### src/uart_pkg.sv
package uart_pkg;

    typedef logic [7:0]  byte_t;
    typedef logic [31:0] word_t;
    typedef logic [3:0]  addr_t;
    typedef logic [4:0]  ring_cnt_t;
    typedef logic [1:0]  resp_t;

    localparam int RING_DEPTH   = 16;
    localparam int CLKS_PER_BIT = 8;

    // index and bit-timer widths follow the two constants above
    localparam int RING_IDX_W = $clog2(RING_DEPTH);
    localparam int BIT_CNT_W  = $clog2(CLKS_PER_BIT);

    typedef logic [RING_IDX_W-1:0] ring_idx_t;
    typedef logic [BIT_CNT_W-1:0]  bit_cnt_t;

    localparam ring_cnt_t RING_FULL = ring_cnt_t'(RING_DEPTH);
    localparam bit_cnt_t  BIT_LAST  = bit_cnt_t'(CLKS_PER_BIT - 1);
    localparam bit_cnt_t  HALF_LAST = bit_cnt_t'(CLKS_PER_BIT / 2 - 1);

    localparam addr_t REG_DATA_B = 4'h0;
    localparam addr_t REG_DATA_H = 4'h4;
    localparam addr_t REG_DATA_W = 4'h8;
    localparam addr_t REG_STATUS = 4'hC;

    localparam resp_t RESP_OKAY   = 2'b00;
    localparam resp_t RESP_SLVERR = 2'b10;

endpackage
### src/uart_top.sv
module uart_top import uart_pkg::*; (
    input  logic  i_awvalid,
    output logic  o_awready,
    input  addr_t i_awaddr,
    input  logic  i_wvalid,
    output logic  o_wready,
    input  word_t i_wdata,
    output logic  o_bvalid,
    input  logic  i_bready,
    output resp_t o_bresp,
    input  logic  i_arvalid,
    output logic  o_arready,
    input  addr_t i_araddr,
    output logic  o_rvalid,
    input  logic  i_rready,
    output word_t o_rdata,
    output resp_t o_rresp,
    input  logic  i_rx,
    output logic  o_tx,
    input  logic  clk,
    input  logic  rstn
);

    logic      tx_push;
    byte_t     tx_push_data;
    logic      tx_pop;
    byte_t     tx_pop_data;
    logic      tx_pop_done;
    ring_cnt_t tx_count;

    logic      rx_push;
    byte_t     rx_push_data;
    logic      rx_pop;
    byte_t     rx_pop_data;
    logic      rx_pop_done;
    ring_cnt_t rx_count;

    uart_access u_access (
        .i_awvalid  (i_awvalid),
        .o_awready  (o_awready),
        .i_awaddr   (i_awaddr),
        .i_wvalid   (i_wvalid),
        .o_wready   (o_wready),
        .i_wdata    (i_wdata),
        .o_bvalid   (o_bvalid),
        .i_bready   (i_bready),
        .o_bresp    (o_bresp),
        .i_arvalid  (i_arvalid),
        .o_arready  (o_arready),
        .i_araddr   (i_araddr),
        .o_rvalid   (o_rvalid),
        .i_rready   (i_rready),
        .o_rdata    (o_rdata),
        .o_rresp    (o_rresp),
        .o_tx_push  (tx_push),
        .o_tx_data  (tx_push_data),
        .i_tx_count (tx_count),
        .o_rx_pop   (rx_pop),
        .i_rx_data  (rx_pop_data),
        .i_rx_done  (rx_pop_done),
        .i_rx_count (rx_count),
        .clk        (clk),
        .rstn       (rstn)
    );

    byte_ring tx_ring (
        .i_push      (tx_push),
        .i_push_data (tx_push_data),
        .i_pop       (tx_pop),
        .o_pop_data  (tx_pop_data),
        .o_pop_done  (tx_pop_done),
        .o_count     (tx_count),
        .clk         (clk),
        .rstn        (rstn)
    );

    byte_ring rx_ring (
        .i_push      (rx_push),
        .i_push_data (rx_push_data),
        .i_pop       (rx_pop),
        .o_pop_data  (rx_pop_data),
        .o_pop_done  (rx_pop_done),
        .o_count     (rx_count),
        .clk         (clk),
        .rstn        (rstn)
    );

    uart_tx u_tx (
        .i_ring_count (tx_count),
        .o_pop        (tx_pop),
        .i_data       (tx_pop_data),
        .i_data_valid (tx_pop_done),
        .o_tx         (o_tx),
        .clk          (clk),
        .rstn         (rstn)
    );

    uart_rx u_rx (
        .i_rx    (i_rx),
        .o_valid (rx_push),
        .o_data  (rx_push_data),
        .clk     (clk),
        .rstn    (rstn)
    );

endmodule

### src/uart_access.sv
module uart_access import uart_pkg::*; (
    input  logic      i_awvalid,
    output logic      o_awready,
    input  addr_t     i_awaddr,
    input  logic      i_wvalid,
    output logic      o_wready,
    input  word_t     i_wdata,
    output logic      o_bvalid,
    input  logic      i_bready,
    output resp_t     o_bresp,
    input  logic      i_arvalid,
    output logic      o_arready,
    input  addr_t     i_araddr,
    output logic      o_rvalid,
    input  logic      i_rready,
    output word_t     o_rdata,
    output resp_t     o_rresp,
    output logic      o_tx_push,
    output byte_t     o_tx_data,
    input  ring_cnt_t i_tx_count,
    output logic      o_rx_pop,
    input  byte_t     i_rx_data,
    input  logic      i_rx_done,
    input  ring_cnt_t i_rx_count,
    input  logic      clk,
    input  logic      rstn
);

    typedef enum logic [2:0] {
        ACC_IDLE, ACC_WRITE, ACC_READ, ACC_WAIT, ACC_BRESP, ACC_RRESP
    } acc_state_t;

    acc_state_t state;
    word_t      wr_word;
    logic [2:0] cnt_req;   // bytes still to push, or still to request from the rx ring
    logic [1:0] rx_lane;
    logic [1:0] last_lane;
    logic       wait_rd;
    logic       wr_req;
    logic [2:0] aw_len;
    logic [2:0] ar_len;
    ring_cnt_t  tx_free;
    word_t      status_word;

    // 0 means status or an unmapped offset
    function automatic logic [2:0] data_len(input addr_t addr);
        case (addr)
            REG_DATA_B: data_len = 3'd1;
            REG_DATA_H: data_len = 3'd2;
            REG_DATA_W: data_len = 3'd4;
            default:    data_len = 3'd0;
        endcase
    endfunction

    assign aw_len      = data_len(i_awaddr);
    assign ar_len      = data_len(i_araddr);
    assign tx_free     = RING_FULL - i_tx_count;
    assign status_word = {19'd0, tx_free, 3'd0, i_rx_count};

    assign wr_req    = i_awvalid && i_wvalid;
    assign o_awready = (state == ACC_IDLE) && wr_req;
    assign o_wready  = o_awready;
    assign o_arready = (state == ACC_IDLE) && !wr_req; // writes win a tie
    assign o_bvalid  = (state == ACC_BRESP);
    assign o_rvalid  = (state == ACC_RRESP);

    assign o_tx_data = wr_word[7:0];
    assign o_tx_push = (state == ACC_WRITE) && (i_tx_count != RING_FULL);
    assign o_rx_pop  = (state == ACC_READ) && (cnt_req != '0) && (i_rx_count != '0);

    always_ff @(posedge clk) begin
        if (!rstn) begin
            state <= ACC_IDLE;
        end else begin
            case (state)
                ACC_IDLE: begin
                    if (wr_req) begin
                        wait_rd <= 1'b0;
                        if (aw_len != '0) begin
                            wr_word <= i_wdata;
                            cnt_req <= aw_len;
                            o_bresp <= RESP_OKAY;
                            state   <= ACC_WRITE;
                        end else begin
                            o_bresp <= RESP_SLVERR; // status is read only
                            state   <= ACC_WAIT;
                        end
                    end else if (i_arvalid) begin
                        wait_rd <= 1'b1;
                        o_rdata <= (i_araddr == REG_STATUS) ? status_word : '0;
                        if (ar_len != '0) begin
                            cnt_req   <= ar_len;
                            rx_lane   <= '0;
                            last_lane <= 2'(ar_len - 3'd1);
                            o_rresp   <= RESP_OKAY;
                            state     <= ACC_READ;
                        end else begin
                            o_rresp <= (i_araddr == REG_STATUS) ? RESP_OKAY : RESP_SLVERR;
                            state   <= ACC_WAIT;
                        end
                    end
                end
                ACC_WRITE: begin
                    if (o_tx_push) begin
                        wr_word <= wr_word >> 8;
                        cnt_req <= cnt_req - 3'd1;
                        if (cnt_req == 3'd1) begin
                            state <= ACC_BRESP;
                        end
                    end
                end
                ACC_READ: begin
                    if (o_rx_pop) begin
                        cnt_req <= cnt_req - 3'd1;
                    end
                    if (i_rx_done) begin
                        o_rdata[8*rx_lane +: 8] <= i_rx_data;
                        rx_lane <= rx_lane + 2'd1;
                        if (rx_lane == last_lane) begin
                            state <= ACC_RRESP;
                        end
                    end
                end
                ACC_WAIT: begin
                    state <= wait_rd ? ACC_RRESP : ACC_BRESP;
                end
                ACC_BRESP: begin
                    if (i_bready) begin
                        state <= ACC_IDLE;
                    end
                end
                default: begin
                    if (i_rready) begin
                        state <= ACC_IDLE;
                    end
                end
            endcase
        end
    end

    a_bvalid_hold: assert property (@(posedge clk) disable iff (!rstn)
        o_bvalid && !i_bready |=> o_bvalid && $stable(o_bresp));

    a_rvalid_hold: assert property (@(posedge clk) disable iff (!rstn)
        o_rvalid && !i_rready |=> o_rvalid && $stable(o_rdata) && $stable(o_rresp));

endmodule

### src/uart_tx.sv
module uart_tx import uart_pkg::*; (
    input  ring_cnt_t i_ring_count,
    output logic      o_pop,
    input  byte_t     i_data,
    input  logic      i_data_valid,
    output logic      o_tx,
    input  logic      clk,
    input  logic      rstn
);

    typedef enum logic [2:0] {TX_IDLE, TX_FETCH, TX_START, TX_DATA, TX_STOP} tx_state_t;

    tx_state_t  state;
    byte_t      shift;
    bit_cnt_t   tick;
    logic [2:0] bit_idx;
    logic       bit_end;

    assign o_pop   = (state == TX_IDLE) && (i_ring_count != '0);
    assign bit_end = (tick == BIT_LAST);

    always_ff @(posedge clk) begin
        if (!rstn) begin
            tick <= '0;
        end else if (state == TX_START || state == TX_DATA || state == TX_STOP) begin
            tick <= bit_end ? '0 : tick + 1'b1;
        end else begin
            tick <= '0;
        end
    end

    always_ff @(posedge clk) begin
        if (!rstn) begin
            state   <= TX_IDLE;
            bit_idx <= '0;
            o_tx    <= 1'b1;
        end else begin
            case (state)
                TX_IDLE: begin
                    if (o_pop) begin
                        state <= TX_FETCH;
                    end
                end
                TX_FETCH: begin
                    if (i_data_valid) begin // ring answers one cycle after the pop
                        shift <= i_data;
                        o_tx  <= 1'b0;
                        state <= TX_START;
                    end
                end
                TX_START: begin
                    if (bit_end) begin
                        o_tx    <= shift[0];
                        bit_idx <= '0;
                        state   <= TX_DATA;
                    end
                end
                TX_DATA: begin
                    if (bit_end) begin
                        bit_idx <= bit_idx + 1'b1;
                        shift   <= shift >> 1;
                        if (bit_idx == 3'd7) begin
                            o_tx  <= 1'b1;
                            state <= TX_STOP;
                        end else begin
                            o_tx <= shift[1];
                        end
                    end
                end
                default: begin
                    if (bit_end) begin
                        state <= TX_IDLE;
                    end
                end
            endcase
        end
    end

    // the line only goes low inside a frame, and no byte is fetched then
    a_no_pop_in_frame: assert property (@(posedge clk) disable iff (!rstn)
        !o_tx |-> !o_pop);

endmodule

### src/uart_rx.sv
module uart_rx import uart_pkg::*; (
    input  logic  i_rx,
    output logic  o_valid,
    output byte_t o_data,
    input  logic  clk,
    input  logic  rstn
);

    typedef enum logic [1:0] {RX_IDLE, RX_START, RX_DATA, RX_STOP} rx_state_t;

    rx_state_t  state;
    logic       rx_meta;
    logic       rx_sync;
    logic       rx_prev;
    bit_cnt_t   tick;
    logic [2:0] bit_idx;
    byte_t      shift;
    logic       bit_end;

    assign bit_end = (tick == BIT_LAST);

    always_ff @(posedge clk) begin
        if (!rstn) begin
            rx_meta <= 1'b1; // line idles high
            rx_sync <= 1'b1;
            rx_prev <= 1'b1;
        end else begin
            rx_meta <= i_rx;
            rx_sync <= rx_meta;
            rx_prev <= rx_sync;
        end
    end

    always_ff @(posedge clk) begin
        if (!rstn) begin
            state   <= RX_IDLE;
            tick    <= '0;
            bit_idx <= '0;
            o_valid <= 1'b0;
        end else begin
            o_valid <= 1'b0;
            case (state)
                RX_IDLE: begin
                    tick <= '0;
                    if (rx_prev && !rx_sync) begin
                        state <= RX_START;
                    end
                end
                RX_START: begin
                    if (tick == HALF_LAST) begin
                        tick    <= '0;
                        bit_idx <= '0;
                        state   <= rx_sync ? RX_IDLE : RX_DATA; // glitch, not a start bit
                    end else begin
                        tick <= tick + 1'b1;
                    end
                end
                RX_DATA: begin
                    if (bit_end) begin
                        tick    <= '0;
                        shift   <= {rx_sync, shift[7:1]}; // lsb arrives first
                        bit_idx <= bit_idx + 1'b1;
                        if (bit_idx == 3'd7) begin
                            state <= RX_STOP;
                        end
                    end else begin
                        tick <= tick + 1'b1;
                    end
                end
                default: begin
                    if (bit_end) begin
                        tick  <= '0;
                        state <= RX_IDLE;
                        if (rx_sync) begin
                            o_valid <= 1'b1;
                            o_data  <= shift;
                        end
                    end else begin
                        tick <= tick + 1'b1;
                    end
                end
            endcase
        end
    end

endmodule

### src/byte_ring.sv
module byte_ring import uart_pkg::*; (
    input  logic      i_push,
    input  byte_t     i_push_data,
    input  logic      i_pop,
    output byte_t     o_pop_data,
    output logic      o_pop_done,
    output ring_cnt_t o_count,
    input  logic      clk,
    input  logic      rstn
);

    byte_t     mem [RING_DEPTH];
    ring_idx_t wr_idx; // next slot to write
    ring_idx_t rd_idx; // next slot to read
    logic      do_push;
    logic      do_pop;

    assign do_pop  = i_pop && (o_count != '0);
    // a full ring still accepts a push when a pop frees a slot on the same edge
    assign do_push = i_push && ((o_count != RING_FULL) || do_pop);

    always_ff @(posedge clk) begin
        if (do_push) begin
            mem[wr_idx] <= i_push_data;
        end
        if (do_pop) begin
            o_pop_data <= mem[rd_idx]; // old contents even if wr_idx == rd_idx
        end
    end

    always_ff @(posedge clk) begin
        if (!rstn) begin
            wr_idx     <= '0;
            rd_idx     <= '0;
            o_count    <= '0;
            o_pop_done <= 1'b0;
        end else begin
            o_pop_done <= do_pop;
            if (do_push) begin
                wr_idx <= wr_idx + 1'b1;
            end
            if (do_pop) begin
                rd_idx <= rd_idx + 1'b1;
            end
            if (do_push && !do_pop) begin
                o_count <= o_count + 1'b1;
            end else if (do_pop && !do_push) begin
                o_count <= o_count - 1'b1;
            end
        end
    end

    a_count_bound: assert property (@(posedge clk) disable iff (!rstn)
        o_count <= RING_FULL);

endmodule

### config.mk
export PLATFORM = sky130hd
export DESIGN_NAME = uart_top
export DESIGN_NICKNAME = d
export VERILOG_FILES = /design/src/uart_pkg.sv /design/src/uart_top.sv /design/src/uart_access.sv /design/src/uart_tx.sv /design/src/uart_rx.sv /design/src/byte_ring.sv
export SDC_FILE = /design/constraint.sdc
export NUM_CORES = 1
export LEC_CHECK = 0
export ABC_AREA = 1
export BUFFER_PORTS_ARGS = -buffer_cell sky130_fd_sc_hd__buf_2
export CORE_ASPECT_RATIO = 1.5
export CORE_MARGIN = 5
export CORE_UTILIZATION = 50
export DETAILED_ROUTE_END_ITERATION = 10
export PLACE_DENSITY = 0.65
export SLEW_MARGIN = 20
export SYNTH_ARGS = -nofsm -noshare
export SYNTH_HDL_FRONTEND = slang
export SYNTH_SLANG_ARGS = --single-unit
export TNS_END_PERCENT = 100
### constraint.sdc
create_clock -name clk -period 6.96 [get_ports clk]
set_input_delay 1.392 -clock clk [delete_from_list [all_inputs] [get_ports clk]]
set_output_delay 1.392 -clock clk [all_outputs]
set_load 0.01 [all_outputs]
Word level (Yosys, flattened, before mapping)

Memories as Yosys holds them, arrays and structs flattened. A register that Yosys moved wholly into a read port is not among the register bits.
Cells that the tools add are included.

Memories: 2
Register bits: 153
Memory bits (writable): 256
Logic and storage cells: 252
Bits in read-only memories: 0
Bits in latches: 0

Memories:

| name        | words | bits a word | rd ports | clocked after Yosys merged registers in | wr ports | line            | text |
|---|---|---|---|---|---|---|---|
| rx_ring.mem | 16    | 8           | 1        | 1                                       | 1        | byte_ring.sv:12 | `byte_t mem [RING_DEPTH];` |
| tx_ring.mem | 16    | 8           | 1        | 1                                       | 1        | byte_ring.sv:12 |  |

Magnitude comparators: 0
Muxes and demuxes: 78
$add $sub $neg: 17
Equality and inequality tests: 48
Divide/modulo/power cells: 0
Shift-type cells: 2
Multipliers: 0
Bitwise operators: 5
Reductions and logical operators: 69

Operators with widths:

| cell                      | count |
|---|---|
| $mux W32                  | 6 |
| $pmux W32 S2              | 2 |
| $mux W3                   | 25 |
| $neg A5 Y34               | 1 |
| $shift A8 B34 Y32 const A | 1 |
| $shiftx A8 B34 Y32        | 1 |
| $bwmux W32                | 1 |
| $pmux W3 S3               | 3 |
| $mux W2                   | 13 |
| $ne A2 B1 Y1 const B      | 11 |
| $eq A3 B3 Y1 const B      | 7 |
| $reduce_bool A3 Y1        | 7 |
| $mux W5                   | 4 |
| $reduce_and A5 Y1         | 4 |
| $ne A2 B2 Y1 const B      | 9 |
| $pmux W3 S2               | 3 |
| $add A4 B1 Y4 const B     | 4 |
| $logic_and A1 B1 Y1       | 16 |
| $mux W8                   | 2 |
| $pmux W8 S2               | 1 |
| $reduce_and A4 Y1         | 4 |
| $reduce_bool A2 Y1        | 8 |
| $eq A3 B2 Y1 const B      | 5 |
| $pmux W3 S5               | 1 |
| 35 further kinds          | 80 |

Longest topological paths before layout

Gate-level depths: netlist of run 1.

Word-level depth: 10
Gate-level depth with buffers: 18
Depth with buffers taken out: 18

Modules after synthesis

Synthesis of run 1 repeated with hierarchy kept, for this count alone.

Cells, all modules: 1741
Area, all modules: 18579.1 µm²

Modules (own cells, without submodules):

| module              | cells an instance | area an instance (µm²) | times used | sequential area each (µm²) |
|---|---|---|---|---|
| byte_ring (tx_ring) | 548               | 6238.5                 | 1          | 4364.2 |
| byte_ring (rx_ring) | 544               | 6218.5                 | 1          | 4364.2 |
| uart_access         | 433               | 4032.6                 | 1          | 2282.2 |
| uart_rx             | 99                | 1136.1                 | 1          | 720.7 |
| uart_tx             | 117               | 953.4                  | 1          | 440.4 |

Worst setup path after synthesis of run 1

No wires, ideal clock.

Kind: input to register
Start point: input port i_awaddr[1]
End point: register u_access.wr_word[0] (enable)
Stages on the path: 6
Path slack: 2877 ps
Required time: 6528 ps
Data arrival time: 3651 ps
Library setup time: 432 ps
Buffers on the path: 0
Cells stage by stage: nor2_1 > o21ai_0 > or2_2 > nand2_1 > nand3_1 > a21oi_1

Longest elaborated chain between the ends: 5

RTL lines:

| element                              | line               | text |
|---|---|---|
| start: declaration                   | uart_top.sv:4      | `input addr_t i_awaddr,` |
| $eq A4 B4 Y1 (tied with other cells) | uart_access.sv:47  | `case (addr)` |
| $pmux W3 S3 *                        | uart_access.sv:47  |  |
| $reduce_bool A3 Y1 *                 | uart_access.sv:79  | `if (aw_len != '0) begin` |
| $ne A2 B2 Y1 (no source line) *      | -                  |  |
| $reduce_and A5 Y1 (no source line) * | -                  |  |
| end signal: assignment               | uart_access.sv:80  | `wr_word <= i_wdata;` |
| end signal: assignment               | uart_access.sv:105 | `wr_word <= wr_word >> 8;` |
| end: declaration                     | uart_access.sv:34  | `word_t wr_word;` |

Mark *: on every way between the ends. The rest lies on a longest branch, timed or not.
A chain may end at the register's enable or synchronous reset.

Final worst setup path of run 1

Start point: input port i_awvalid
End point: output port o_wready

Longest elaborated chain between the ends: 2

RTL lines:

| element             | line              | text |
|---|---|---|
| start: declaration  | uart_top.sv:2     | `input logic i_awvalid,` |
| $logic_and A1 B1 Y1 | uart_access.sv:60 | `assign wr_req = i_awvalid && i_wvalid;` |
| $logic_and A1 B1 Y1 | uart_access.sv:61 | `assign o_awready = (state == ACC_IDLE) && wr_req;` |
| end: declaration    | uart_top.sv:6     | `output logic o_wready,` |

No other way between the ends.

==> results of run 1 <==
per-stage QoR:
stage / util, % / setup WS (ns) / area [um2]
2_1_floorplan: - / 2.88 / 18100
3_3_place_gp: 52.9 / 3.22 / 19000
3_5_place_dp: 53.0 / 3.20 / 19000
4_1_cts: 56.5 / 3.20 / 20200
5_1_grt: 56.6 / 3.10 / 20300
6_report: 56.6 / 3.20 / 20300
flip-flops by register name, indices dropped and copies added, names as in the netlist, 4 cells and up:
signal	cells
tx_ring.o_count	5
rx_ring.rd_idx	4
tx_ring.o_pop_data	8
u_rx.shift	8
rx_ring.wr_idx	4
rx_ring.o_pop_data	8
tx_ring.rd_idx	4
tx_ring.wr_idx	4
u_tx.shift	8
u_access.wr_word	32
rx_ring.o_count	5
tx_ring.mem	128
u_rx.o_data	8
u_access.o_rdata	32
rx_ring.mem	128
worst max-delay path, cell delays in order:
cell and delay (ns):
sky130_fd_sc_hd__buf_2 0.08, sky130_fd_sc_hd__nand2_1 0.20, sky130_fd_sc_hd__inv_1 0.18, sky130_fd_sc_hd__nand3_1 0.16, sky130_fd_sc_hd__inv_1 0.20, sky130_fd_sc_hd__buf_2 0.16
power groups by stage:
stage,clock network [mW],logic [mW],registers (mW)
after global placement,0,1.50,3.37
final,2.09,1.53,3.32
after floorplan,0,1.09,3.32
after detailed placement,0,1.53,3.37
after global routing,2.23,1.72,3.34
after CTS,2.14,1.54,3.32
synth_stat cells (7+ instances only):
cell,instances,share of area (%)
sky130_fd_sc_hd__o22ai_1,17,0.59
sky130_fd_sc_hd__nor2_1,260,5.4
sky130_fd_sc_hd__edfxtp_1,370,61
sky130_fd_sc_hd__o21ai_0,163,4.5
sky130_fd_sc_hd__nor3_1,21,0.58
sky130_fd_sc_hd__xor2_1,7,0.34
sky130_fd_sc_hd__nand4_1,13,0.45
sky130_fd_sc_hd__clkbuf_1,43,0.89
sky130_fd_sc_hd__nand3_1,81,2.2
sky130_fd_sc_hd__clkinv_1,9,0.19
sky130_fd_sc_hd__a21oi_1,56,1.5
sky130_fd_sc_hd__o211ai_1,64,2.7
sky130_fd_sc_hd__buf_2,20,0.55
sky130_fd_sc_hd__ha_1,43,3.0
sky130_fd_sc_hd__inv_1,125,2.6
sky130_fd_sc_hd__dfxtp_1,53,5.9
sky130_fd_sc_hd__nand2_1,255,5.3
kinds of logic (layout without fill, tap and decap cells):
logic type | count (synthesis) | count (layout)
buf+inv | 211 | 317
flops | 423 | 423
other cells | 1 | 4
compound gates | 313 | 313
xor+xnor | 7 | 7
simple gates | 648 | 648
fa+ha+maj | 45 | 45
layout make-up:
class	instances	area, um2
fillers	3015	15600
flip-flops and latches	423	12200
multi-input cells	1015	5140
clock buffers	46	1070
well taps	478	598
repair buffers	106	578
inverters	138	519
clock inverters	27	190
diodes	2	5.00
metal layers:
metal / share of wire [%] / track usage (%) / up-vias / wire (um)
met5: 0 / 0 / - / 0
met4: 5.0 / 9.86 / 0 / 2060
met3: 4.4 / 2.68 / 103 / 1810
met2: 54 / 36.3 / 294 / 22000
met1: 37 / 22.7 / 5820 / 15100
li1: - / - / 5884 / -
final timing paths:
path	start	to	slack, ns
setup / recovery	i_awvalid	o_wready	3.20
hold / removal	u_rx.rx_meta	u_rx.rx_sync	0.41
setup reg to reg	tx_ring.o_count[0]	tx_ring.o_count[4]	3.52
hold reg to reg	u_rx.rx_meta	u_rx.rx_sync	0.41
==> impl_metrics.tcl, run 1 <==
set metrics [dict create \
    post-route-period-util_pct 54.1 \
    vias 12100 \
    mappedNetlistArea_mm2 0.0181 \
    synth_compound_area_share_pct 9.79 \
    combinational_family_with_the_most_area_after_synthesis "simple AND/OR/NAND/NOR gates" \
    reg2regPathDepth 17 \
    worstPathRequired_ns 5.57 \
    ys_seq_area_share_pct 67.2 \
    finalSetupTns_ns 0 \
    via_per_inst 5.41 \
    timing.clock.skew_ns 0.0189 \
    report.final.slew_viol_count 0 \
    power_frac_clock_pct 30.1 \
    postRouteWirelength_mm 41.0 \
    first_global_vias 11800 \
    globalRouteOverflowTotal 0 \
    dp.cells 2160 \
    post_synth.cell_area_avg_um2 11.0 \
    grt_antenna_before_repair 2 \
    routed_wire_length_per_instance_um 18.3 \
    overall_global_routing_usage_pct 20.0 \
    worst_skew_pair.late_latency_ns 0.54 \
    setup.worst_path.start_class "input pin" \
    drtPass1Iterations 5 \
    fin_worst_hold_slack_ns 0.415 \
    timing.critical_path.to_type "output pin" \
    cts.sinks 423 \
    whs_path_depth 1 \
    routabilityCongestion 0.873 \
    power_per_cell_area_mw_per_mm2 342 \
    number_of_enable_flip_flop_cells_after_synthesis 370 \
    outcome "complete, no violations" \
    hold_viol 0 \
    pin_count_of_the_biggest_net_entering_global_routing 73 \
    drive_gt1_share_pct 11.2 \
    warning_count_from_the_yosys_run 0 \
    cts_post_setup_buffers_inserted 0 \
    static-leakage-power_nw 7.50 \
    setup_viol 0 \
    clock_tree.htree_level_count 2 \
    path_class "in -> out" \
    yosys.area_share.xor_xnor_pct 0.339 \
    clock_transition_at_the_registers_of_the_reported_paths_ns 0.06 \
    switching_share_pct 31.1 \
    cts_inserted_buffers 40 \
    design.core.area_mm2 0.0358 \
    die_w_um 165 \
    final_cell_count_no_fill 2235 \
    die_h_um 243 \
    irDropWorstVdd_uv 276 \
    tritoncts_clock_tree "built" \
    power_report.internal_total_mw 4.77 \
    power_switching_mw 2.16 \
    die-area_mm2 0.0402 \
    antenna_violating_nets_post_route 0 \
    first_iter_violations 1002 \
    global_route_wire_length_before_repair_mm 62.6 \
    drv_cap 0 \
    start_util_pct 50.5 \
    area_growth_pct 12.0 \
    achievable-frequency_ghz 0.266 \
    period_minus_slack_ns 3.76 \
    cp.arrival_ns 2.37 \
    io_pins 90 \
    power.combinational.fraction_pct 22.0 \
    core.rowCount 85 \
    worstPathMaxFanout 9 \
    layout.cells.most_common "sky130_fd_sc_hd__edfxtp_1" \
    cts_resized 0 \
    cts_root_buf "sky130_fd_sc_hd__clkbuf_16" \
    maxSlewHeadroom_pct 29.4 \
    synth_top_flop_cell "sky130_fd_sc_hd__edfxtp_1" \
    holdCritPathClass "reg -> reg" \
    dp_hpwl_mm 27.0 \
    power.sequential.fraction_pct 47.9 \
    total_power_mw 6.93 \
    synth.distinct_cells 37 \
    synthesis_stage_register_bit_count 423 \
    io_buffer_count 87 \
    rsz_0062_raised_after_global_routing "false" \
    yosys.area_share.adder_pct 3.19 \
    tightestPinTransition_ns 1.06 \
    synthesized_area_fraction_occupied_by_and_or_nand_nor_cells_pct 14.8 \
    synthMuxAreaShare_pct 0 \
    final_nets 1817 \
    synthCells 1648 \
    synthArstFlopShare_pct 0 \
    mostFrequentLayoutCells "370 x sky130_fd_sc_hd__edfxtp_1, 259 x sky130_fd_sc_hd__nor2_1, 255 x sky130_fd_sc_hd__nand2_1, 163 x sky130_fd_sc_hd__o21ai_0, 125 x sky130_fd_sc_hd__inv_1" \
    cts_hold_buf 0 \
    post-route-drc-count 0 \
    cts.path.max_buffers 3 \
]
Note: power is estimated with default switching activity, not from simulation.
==> run 2: changes to the inputs <==
Clock period 6.96 ns to 3.5 ns, I/O delays scaled along.
==> run 2 against run 1 <==
  * Critical endpoint is now tx_ring.o_count[4]
  * Hold slack about the same
  * Sequential cell count unchanged
  * Sequential power increased by 99%
==> impl_metrics.tcl, run 2 (synthesis results as in run 1) <==
set metrics [dict create \
    outcome "complete, no violations" \
    cts_hold_buf 0 \
    final_nets 1842 \
    setup.worst_path.start_class "register" \
    pin_count_of_the_biggest_net_entering_global_routing 72 \
    maxSlewHeadroom_pct 41.2 \
    io_pins 90 \
    dp_hpwl_mm 28.2 \
    drive_gt1_share_pct 12.1 \
    finalSetupTns_ns 0 \
    design.core.area_mm2 0.0358 \
    n_fill_cell 2980 \
    via_per_inst 5.44 \
    first_iter_violations 787 \
    worstPathMaxFanout 13 \
    grt_antenna_before_repair 1 \
    timing.critical_path.to_type "register" \
    achievable-frequency_ghz 0.355 \
    routed_wire_length_per_instance_um 18.5 \
    routabilityCongestion 0.889 \
    drtPass1Iterations 5 \
    holdCritPathClass "in -> reg" \
    cts_post_setup_buffers_inserted 0 \
    antenna_violating_nets_post_route 0 \
    cp.arrival_ns 3.29 \
    final_cell_count_no_fill 2259 \
    period_minus_slack_ns 2.81 \
    post-route-drc-count 0 \
    power_per_cell_area_mw_per_mm2 686 \
    cts_resized 0 \
    tritoncts_clock_tree "built" \
    mostFrequentLayoutCells "370 x sky130_fd_sc_hd__edfxtp_1, 259 x sky130_fd_sc_hd__nor2_1, 255 x sky130_fd_sc_hd__nand2_1, 163 x sky130_fd_sc_hd__o21ai_0, 125 x sky130_fd_sc_hd__inv_1" \
    dp.cells 2185 \
    overall_global_routing_usage_pct 20.7 \
    total_power_mw 14.1 \
    post-route-period-util_pct 80.4 \
    setup_viol 0 \
    die-area_mm2 0.0402 \
    vias 12300 \
    hold_viol 0 \
    timing.clock.skew_ns 0.0171 \
    first_global_vias 12300 \
    path_class "reg -> reg" \
    reg_top3 "rx_ring.mem (128), tx_ring.mem (128)" \
    core.rowCount 85 \
    irDropWorstVdd_uv 543 \
    cts_inserted_buffers 40 \
    cts_root_buf "sky130_fd_sc_hd__clkbuf_16" \
    drv_cap 0 \
    cts.sinks 423 \
    start_util_pct 50.5 \
    rsz_0062_raised_after_global_routing "false" \
    io_buffer_count 87 \
    layout.cells.most_common "sky130_fd_sc_hd__edfxtp_1" \
    worstPathRequired_ns 3.97 \
    tightestPinTransition_ns 0.879 \
    postRouteWirelength_mm 41.9 \
    clock_transition_at_the_registers_of_the_reported_paths_ns 0.07 \
    global_route_wire_length_before_repair_mm 64.5 \
    worst_skew_pair.late_latency_ns 0.54 \
    die_w_um 165 \
    static-leakage-power_nw 7.64 \
    globalRouteOverflowTotal 0 \
    cts.path.max_buffers 3 \
    die_h_um 243 \
    clock_tree.htree_level_count 2 \
    report.final.slew_viol_count 0 \
    layout.cell_area.non_filler_mm2 0.0205 \
    dpl_cell_area_mm2 0.0192 \
    area_growth_pct 13.2 \
]
run 2: worst paths after layout:
| check | from | to | slack [ns] | cells past startpoint |
|---|---|---|---|---|
| min | i_rx | u_rx.rx_meta | 0.41 | 2 |
| max | tx_ring.o_count[0] | tx_ring.o_count[4] | 0.69 | 18 |
| max reg2reg | tx_ring.o_count[0] | tx_ring.o_count[4] | 0.69 | 18 |
| min reg2reg | u_rx.rx_meta | u_rx.rx_sync | 0.42 | 1 |
run 2: cell type report:
class | instances | area (um2) | share of cell area (%)
antenna | 1 | 2.50 | 0.0122
sequential | 423 | 12200 | 59.4
clock buffer | 51 | 1110 | 5.44
tap | 478 | 598 | 2.92
timing repair buffer | 131 | 778 | 3.80
multi-input combinational | 1015 | 5100 | 24.9
clock inverter | 22 | 214 | 1.04
inverter | 138 | 518 | 2.53
run 2: where the power goes:
| group | switching, mW | total, mW | leakage (nW) | internal, mW |
|---|---|---|---|---|
| clock network | 1.86 | 4.35 | 0.637 | 2.50 |
| registers | 0.372 | 6.60 | 3.79 | 6.23 |
| logic | 2.13 | 3.12 | 3.21 | 0.985 |
run 2: layer usage:
| metal | share of wire [%] | vias up | GRT usage (%) |
|---|---|---|---|
| met5 | 0 | - | 0 |
| met4 | 4.3 | 0 | 9.52 |
| met3 | 3.8 | 105 | 2.80 |
| met2 | 55 | 285 | 38.7 |
| met1 | 37 | 5971 | 22.7 |
| li1 | - | 5934 | - |
run 2: worst max-delay path, cell delays in order, from the launching register on:
cell and delay (ns):
sky130_fd_sc_hd__dfxtp_1 0.39, sky130_fd_sc_hd__inv_1 0.11, sky130_fd_sc_hd__ha_1 0.24, sky130_fd_sc_hd__nand2_1 0.07
sky130_fd_sc_hd__nor2_1 0.05, sky130_fd_sc_hd__ha_1 0.20, sky130_fd_sc_hd__nor2_1 0.11, sky130_fd_sc_hd__buf_4 0.20
sky130_fd_sc_hd__inv_1 0.11, sky130_fd_sc_hd__ha_1 0.22, sky130_fd_sc_hd__inv_1 0.16, sky130_fd_sc_hd__ha_1 0.31
sky130_fd_sc_hd__nand2_1 0.11, sky130_fd_sc_hd__nand2_1 0.05, sky130_fd_sc_hd__a21oi_1 0.12, sky130_fd_sc_hd__nand3_1 0.08
sky130_fd_sc_hd__nand2_1 0.06, sky130_fd_sc_hd__nand2_1 0.04, sky130_fd_sc_hd__a21oi_1 0.10
run 2: through the flow:
| step | hold slack, ns | util, % | setup slack (ns) |
|---|---|---|---|
| 3_3_place_gp | 0.396 | 53.5 | 0.766 |
| 2_1_floorplan | 0.393 | - | 0.109 |
| 6_report | 0.415 | 57.2 | 0.685 |
| 5_1_grt | 0.400 | 57.2 | 0.401 |
| 4_1_cts | 0.393 | 57.2 | 0.663 |
| 3_5_place_dp | 0.409 | 53.5 | 0.684 |
==> run 3: changes to the inputs <==
Settings changed: ABC_AREA 1 to 0, PLACE_DENSITY 0.65 to 0.68.
Clock period 3.5 ns to 2.45 ns, I/O delays scaled along.
==> run 3 against run 2 <==
  * The run now ends with negative setup slack left
  * Via count decreased by 24%
  * Sequential power grew 37%
  * Clock power increased by 51%
  * Clock-buffer cell count up 4
  * Clock skew is 0.0060 ns lower
  * Combinational power grew 23%
  * Largest cell class unchanged
  * Largest power group unchanged
==> impl_metrics.tcl, run 3 <==
set metrics [dict create \
    n_fill_cell 2677 \
    synth_area_leader "sky130_fd_sc_hd__edfxtp_1" \
    clock_transition_at_the_registers_of_the_reported_paths_ns 0.06 \
    area_growth_pct 18.0 \
    drive_gt1_share_pct 33.1 \
    start_util_pct 50.5 \
    antenna_cells_inserted 0 \
    core.rowCount 84 \
    global_route_wire_length_before_repair_mm 52.7 \
    holdCritPathClass "in -> reg" \
    synthMuxAreaShare_pct 13.0 \
    postLayoutSetupSlackWorst_ns -0.219 \
    first_iter_violations 717 \
    violated_checks "negative setup slack" \
    synth.area.top_cells "sky130_fd_sc_hd__edfxtp_1 63%, sky130_fd_sc_hd__mux4_2 10%, sky130_fd_sc_hd__dfxtp_1 6.0%" \
    outcome "finished with violations" \
    synth_top_flop_cell "sky130_fd_sc_hd__edfxtp_1" \
    top_count_cell_post_synth "sky130_fd_sc_hd__edfxtp_1" \
    cts.sinks 423 \
    antenna_violating_nets_post_route 0 \
    post_synth.cell_area_avg_um2 16.9 \
    yosys.area_share.xor_xnor_pct 1.04 \
    cpMaxStageDelayCell "sky130_fd_sc_hd__fa_2" \
    synth_compound_area_share_pct 4.09 \
    maxSlewHeadroom_pct 43.1 \
    synthesized_area_fraction_occupied_by_and_or_nand_nor_cells_pct 7.00 \
    post-route-drc-count 0 \
    grt_antenna_before_repair 0 \
    timing.critical_path.to_type "register" \
    tritoncts_clock_tree "built" \
    setup_viol 4 \
    irDropWorstVdd_uv 950 \
    synthArstFlopShare_pct 0 \
    routed_wire_length_per_instance_um 19.6 \
    cp_slowest_stage_delay_ns 0.36 \
    final_cell_count_no_fill 1710 \
    power_per_cell_area_mw_per_mm2 934 \
    die_w_um 163 \
    design.core.area_mm2 0.0349 \
    layout.cells.most_common "sky130_fd_sc_hd__edfxtp_1" \
    rsz_0062_raised_after_global_routing "true" \
    cts_inserted_buffers 41 \
    routabilityCongestion 0.808 \
    path_delay_family "adder cells" \
    pin_count_of_the_biggest_net_entering_global_routing 41 \
    cts_hold_buf 0 \
    synthCells 1043 \
    synthesis_stage_register_bit_count 423 \
    synth.top_cells.by_count "370 x sky130_fd_sc_hd__edfxtp_1, 91 x sky130_fd_sc_hd__nor2_1, 80 x sky130_fd_sc_hd__mux4_2" \
    worst-path-buf-inv 2 \
    postRouteWirelength_mm 33.6 \
    ys_seq_area_share_pct 69.1 \
    synth.distinct_cells 68 \
    worstPathMaxFanout 2 \
    timing.clock.skew_ns 0.0111 \
    dp.cells 1626 \
    post-route-period-util_pct 109 \
    cts_root_buf "sky130_fd_sc_hd__clkbuf_16" \
    finalSetupTns_ns -0.520 \
    static-leakage-power_nw 7.17 \
    achievable-frequency_ghz 0.375 \
    clock_tree.htree_level_count 2 \
    via_per_inst 5.45 \
    mostFrequentLayoutCells "370 x sky130_fd_sc_hd__edfxtp_1, 87 x sky130_fd_sc_hd__buf_2, 85 x sky130_fd_sc_hd__nor2_1, 80 x sky130_fd_sc_hd__mux4_2, 75 x sky130_fd_sc_hd__buf_4" \
    io_buffer_count 87 \
    worst_skew_pair.late_latency_ns 0.54 \
    path_class "reg -> reg" \
    reg_top3 "rx_ring.mem (128), tx_ring.mem (128)" \
    worstPathRequired_ns 2.91 \
    mappedNetlistArea_mm2 0.0176 \
    number_of_enable_flip_flop_cells_after_synthesis 370 \
    cp.arrival_ns 3.13 \
    report.final.slew_viol_count 0 \
    drtPass1Iterations 5 \
    yosys.area_share.adder_pct 3.28 \
    io_pins 90 \
    globalRouteOverflowTotal 0 \
    die-area_mm2 0.0391 \
    path_cells "inv_2, ha_4, nor3b_4, ha_2, nor4b_4, ha_2, inv_4, fa_2, a21o_1, a21oi_2, mux2i_1, mux2i_1" \
    drv_cap 0 \
    combinational_family_with_the_most_area_after_synthesis "multiplexers" \
    overall_global_routing_usage_pct 17.2 \
    hold_viol 0 \
    first_global_vias 9661 \
    vias 9319 \
    warning_count_from_the_yosys_run 0 \
    cts.path.max_buffers 3 \
    setup.worst_path.start_class "register" \
    dp_hpwl_mm 21.8 \
    tightestPinTransition_ns 0.847 \
    period_minus_slack_ns 2.67 \
    die_h_um 240 \
    final_nets 1297 \
    yosys.area.top_type_share_pct 63.1 \
]
## run 3: worst register-to-register path, stage by stage (launching register included)
cell                      delay, ns
sky130_fd_sc_hd__dfxtp_4       0.34
sky130_fd_sc_hd__inv_2         0.04
sky130_fd_sc_hd__ha_4          0.15
sky130_fd_sc_hd__nor3b_4       0.15
sky130_fd_sc_hd__ha_2          0.20
sky130_fd_sc_hd__nor4b_4       0.25
sky130_fd_sc_hd__ha_2          0.27
sky130_fd_sc_hd__inv_4         0.05
sky130_fd_sc_hd__fa_2          0.36
sky130_fd_sc_hd__a21o_1        0.17
sky130_fd_sc_hd__a21oi_2       0.16
sky130_fd_sc_hd__mux2i_1       0.25
sky130_fd_sc_hd__mux2i_1       0.21
## run 3: cell type report
type | count | area, um2 | share of cell area (%)
clock inverter | 21 | 275 | 1.32
tap | 473 | 592 | 2.85
multi-input combinational | 530 | 5260 | 25.3
inverter | 34 | 133 | 0.638
sequential | 423 | 12200 | 58.6
clock buffer | 55 | 1140 | 5.49
timing repair buffer | 174 | 1190 | 5.75
## run 3: layer usage
layer	up-vias	global-route usage [%]	part of all wire (%)
li1	4346	-	-
met1	4667	22.6	41
met2	246	28.8	51
met3	60	3.01	5.0
met4	0	6.59	3.2
met5	-	0	0
## run 3: logic make-up after synthesis
logic type | Yosys count
AND/OR/NAND/NOR | 234
adder cells (fa/ha/maj) | 45
multiplexers | 125
AO/OA/AOI/OAI | 103
other | 1
flip-flops | 423
XOR/XNOR | 21
buffers and inverters | 91
## run 3: where the power goes
part / switching [mW] / internal [mW]
sequential: 0.364 / 8.65
combinational: 1.97 / 1.88
clock: 2.62 / 3.93
## run 3: timing repair
item	CTS	global route
buffers inserted	3	5
resized for setup	3	25
endpoints found under the setup margin	4	72
pin swaps	15	20
## run 3: per-stage QoR
stage	power, mW	hold slack, ns	setup slack (ns)	instance area, um2	util [%]
floorplan	11.7	0.386	-0.434	17700	-
global placement	12.8	0.408	-0.141	19200	54.9
detailed placement	12.9	0.413	-0.279	19200	54.9
CTS	19.5	0.126	-0.249	20600	59.1
global route	20.3	0.130	-0.350	20800	59.5
finish	19.4	0.153	-0.219	20800	59.5
## run 3: path summary, 6_finish.rpt
check                           from                  to  slack (ns)  cells after the start
setup / recovery  tx_ring.o_count[1]  tx_ring.o_count[4]       -0.22                     12
hold / removal                  i_rx        u_rx.rx_meta        0.15                      2
setup reg to reg  tx_ring.o_count[1]  tx_ring.o_count[4]       -0.22                     12
hold reg to reg        u_rx.shift[0]      u_rx.o_data[0]        0.43                      0
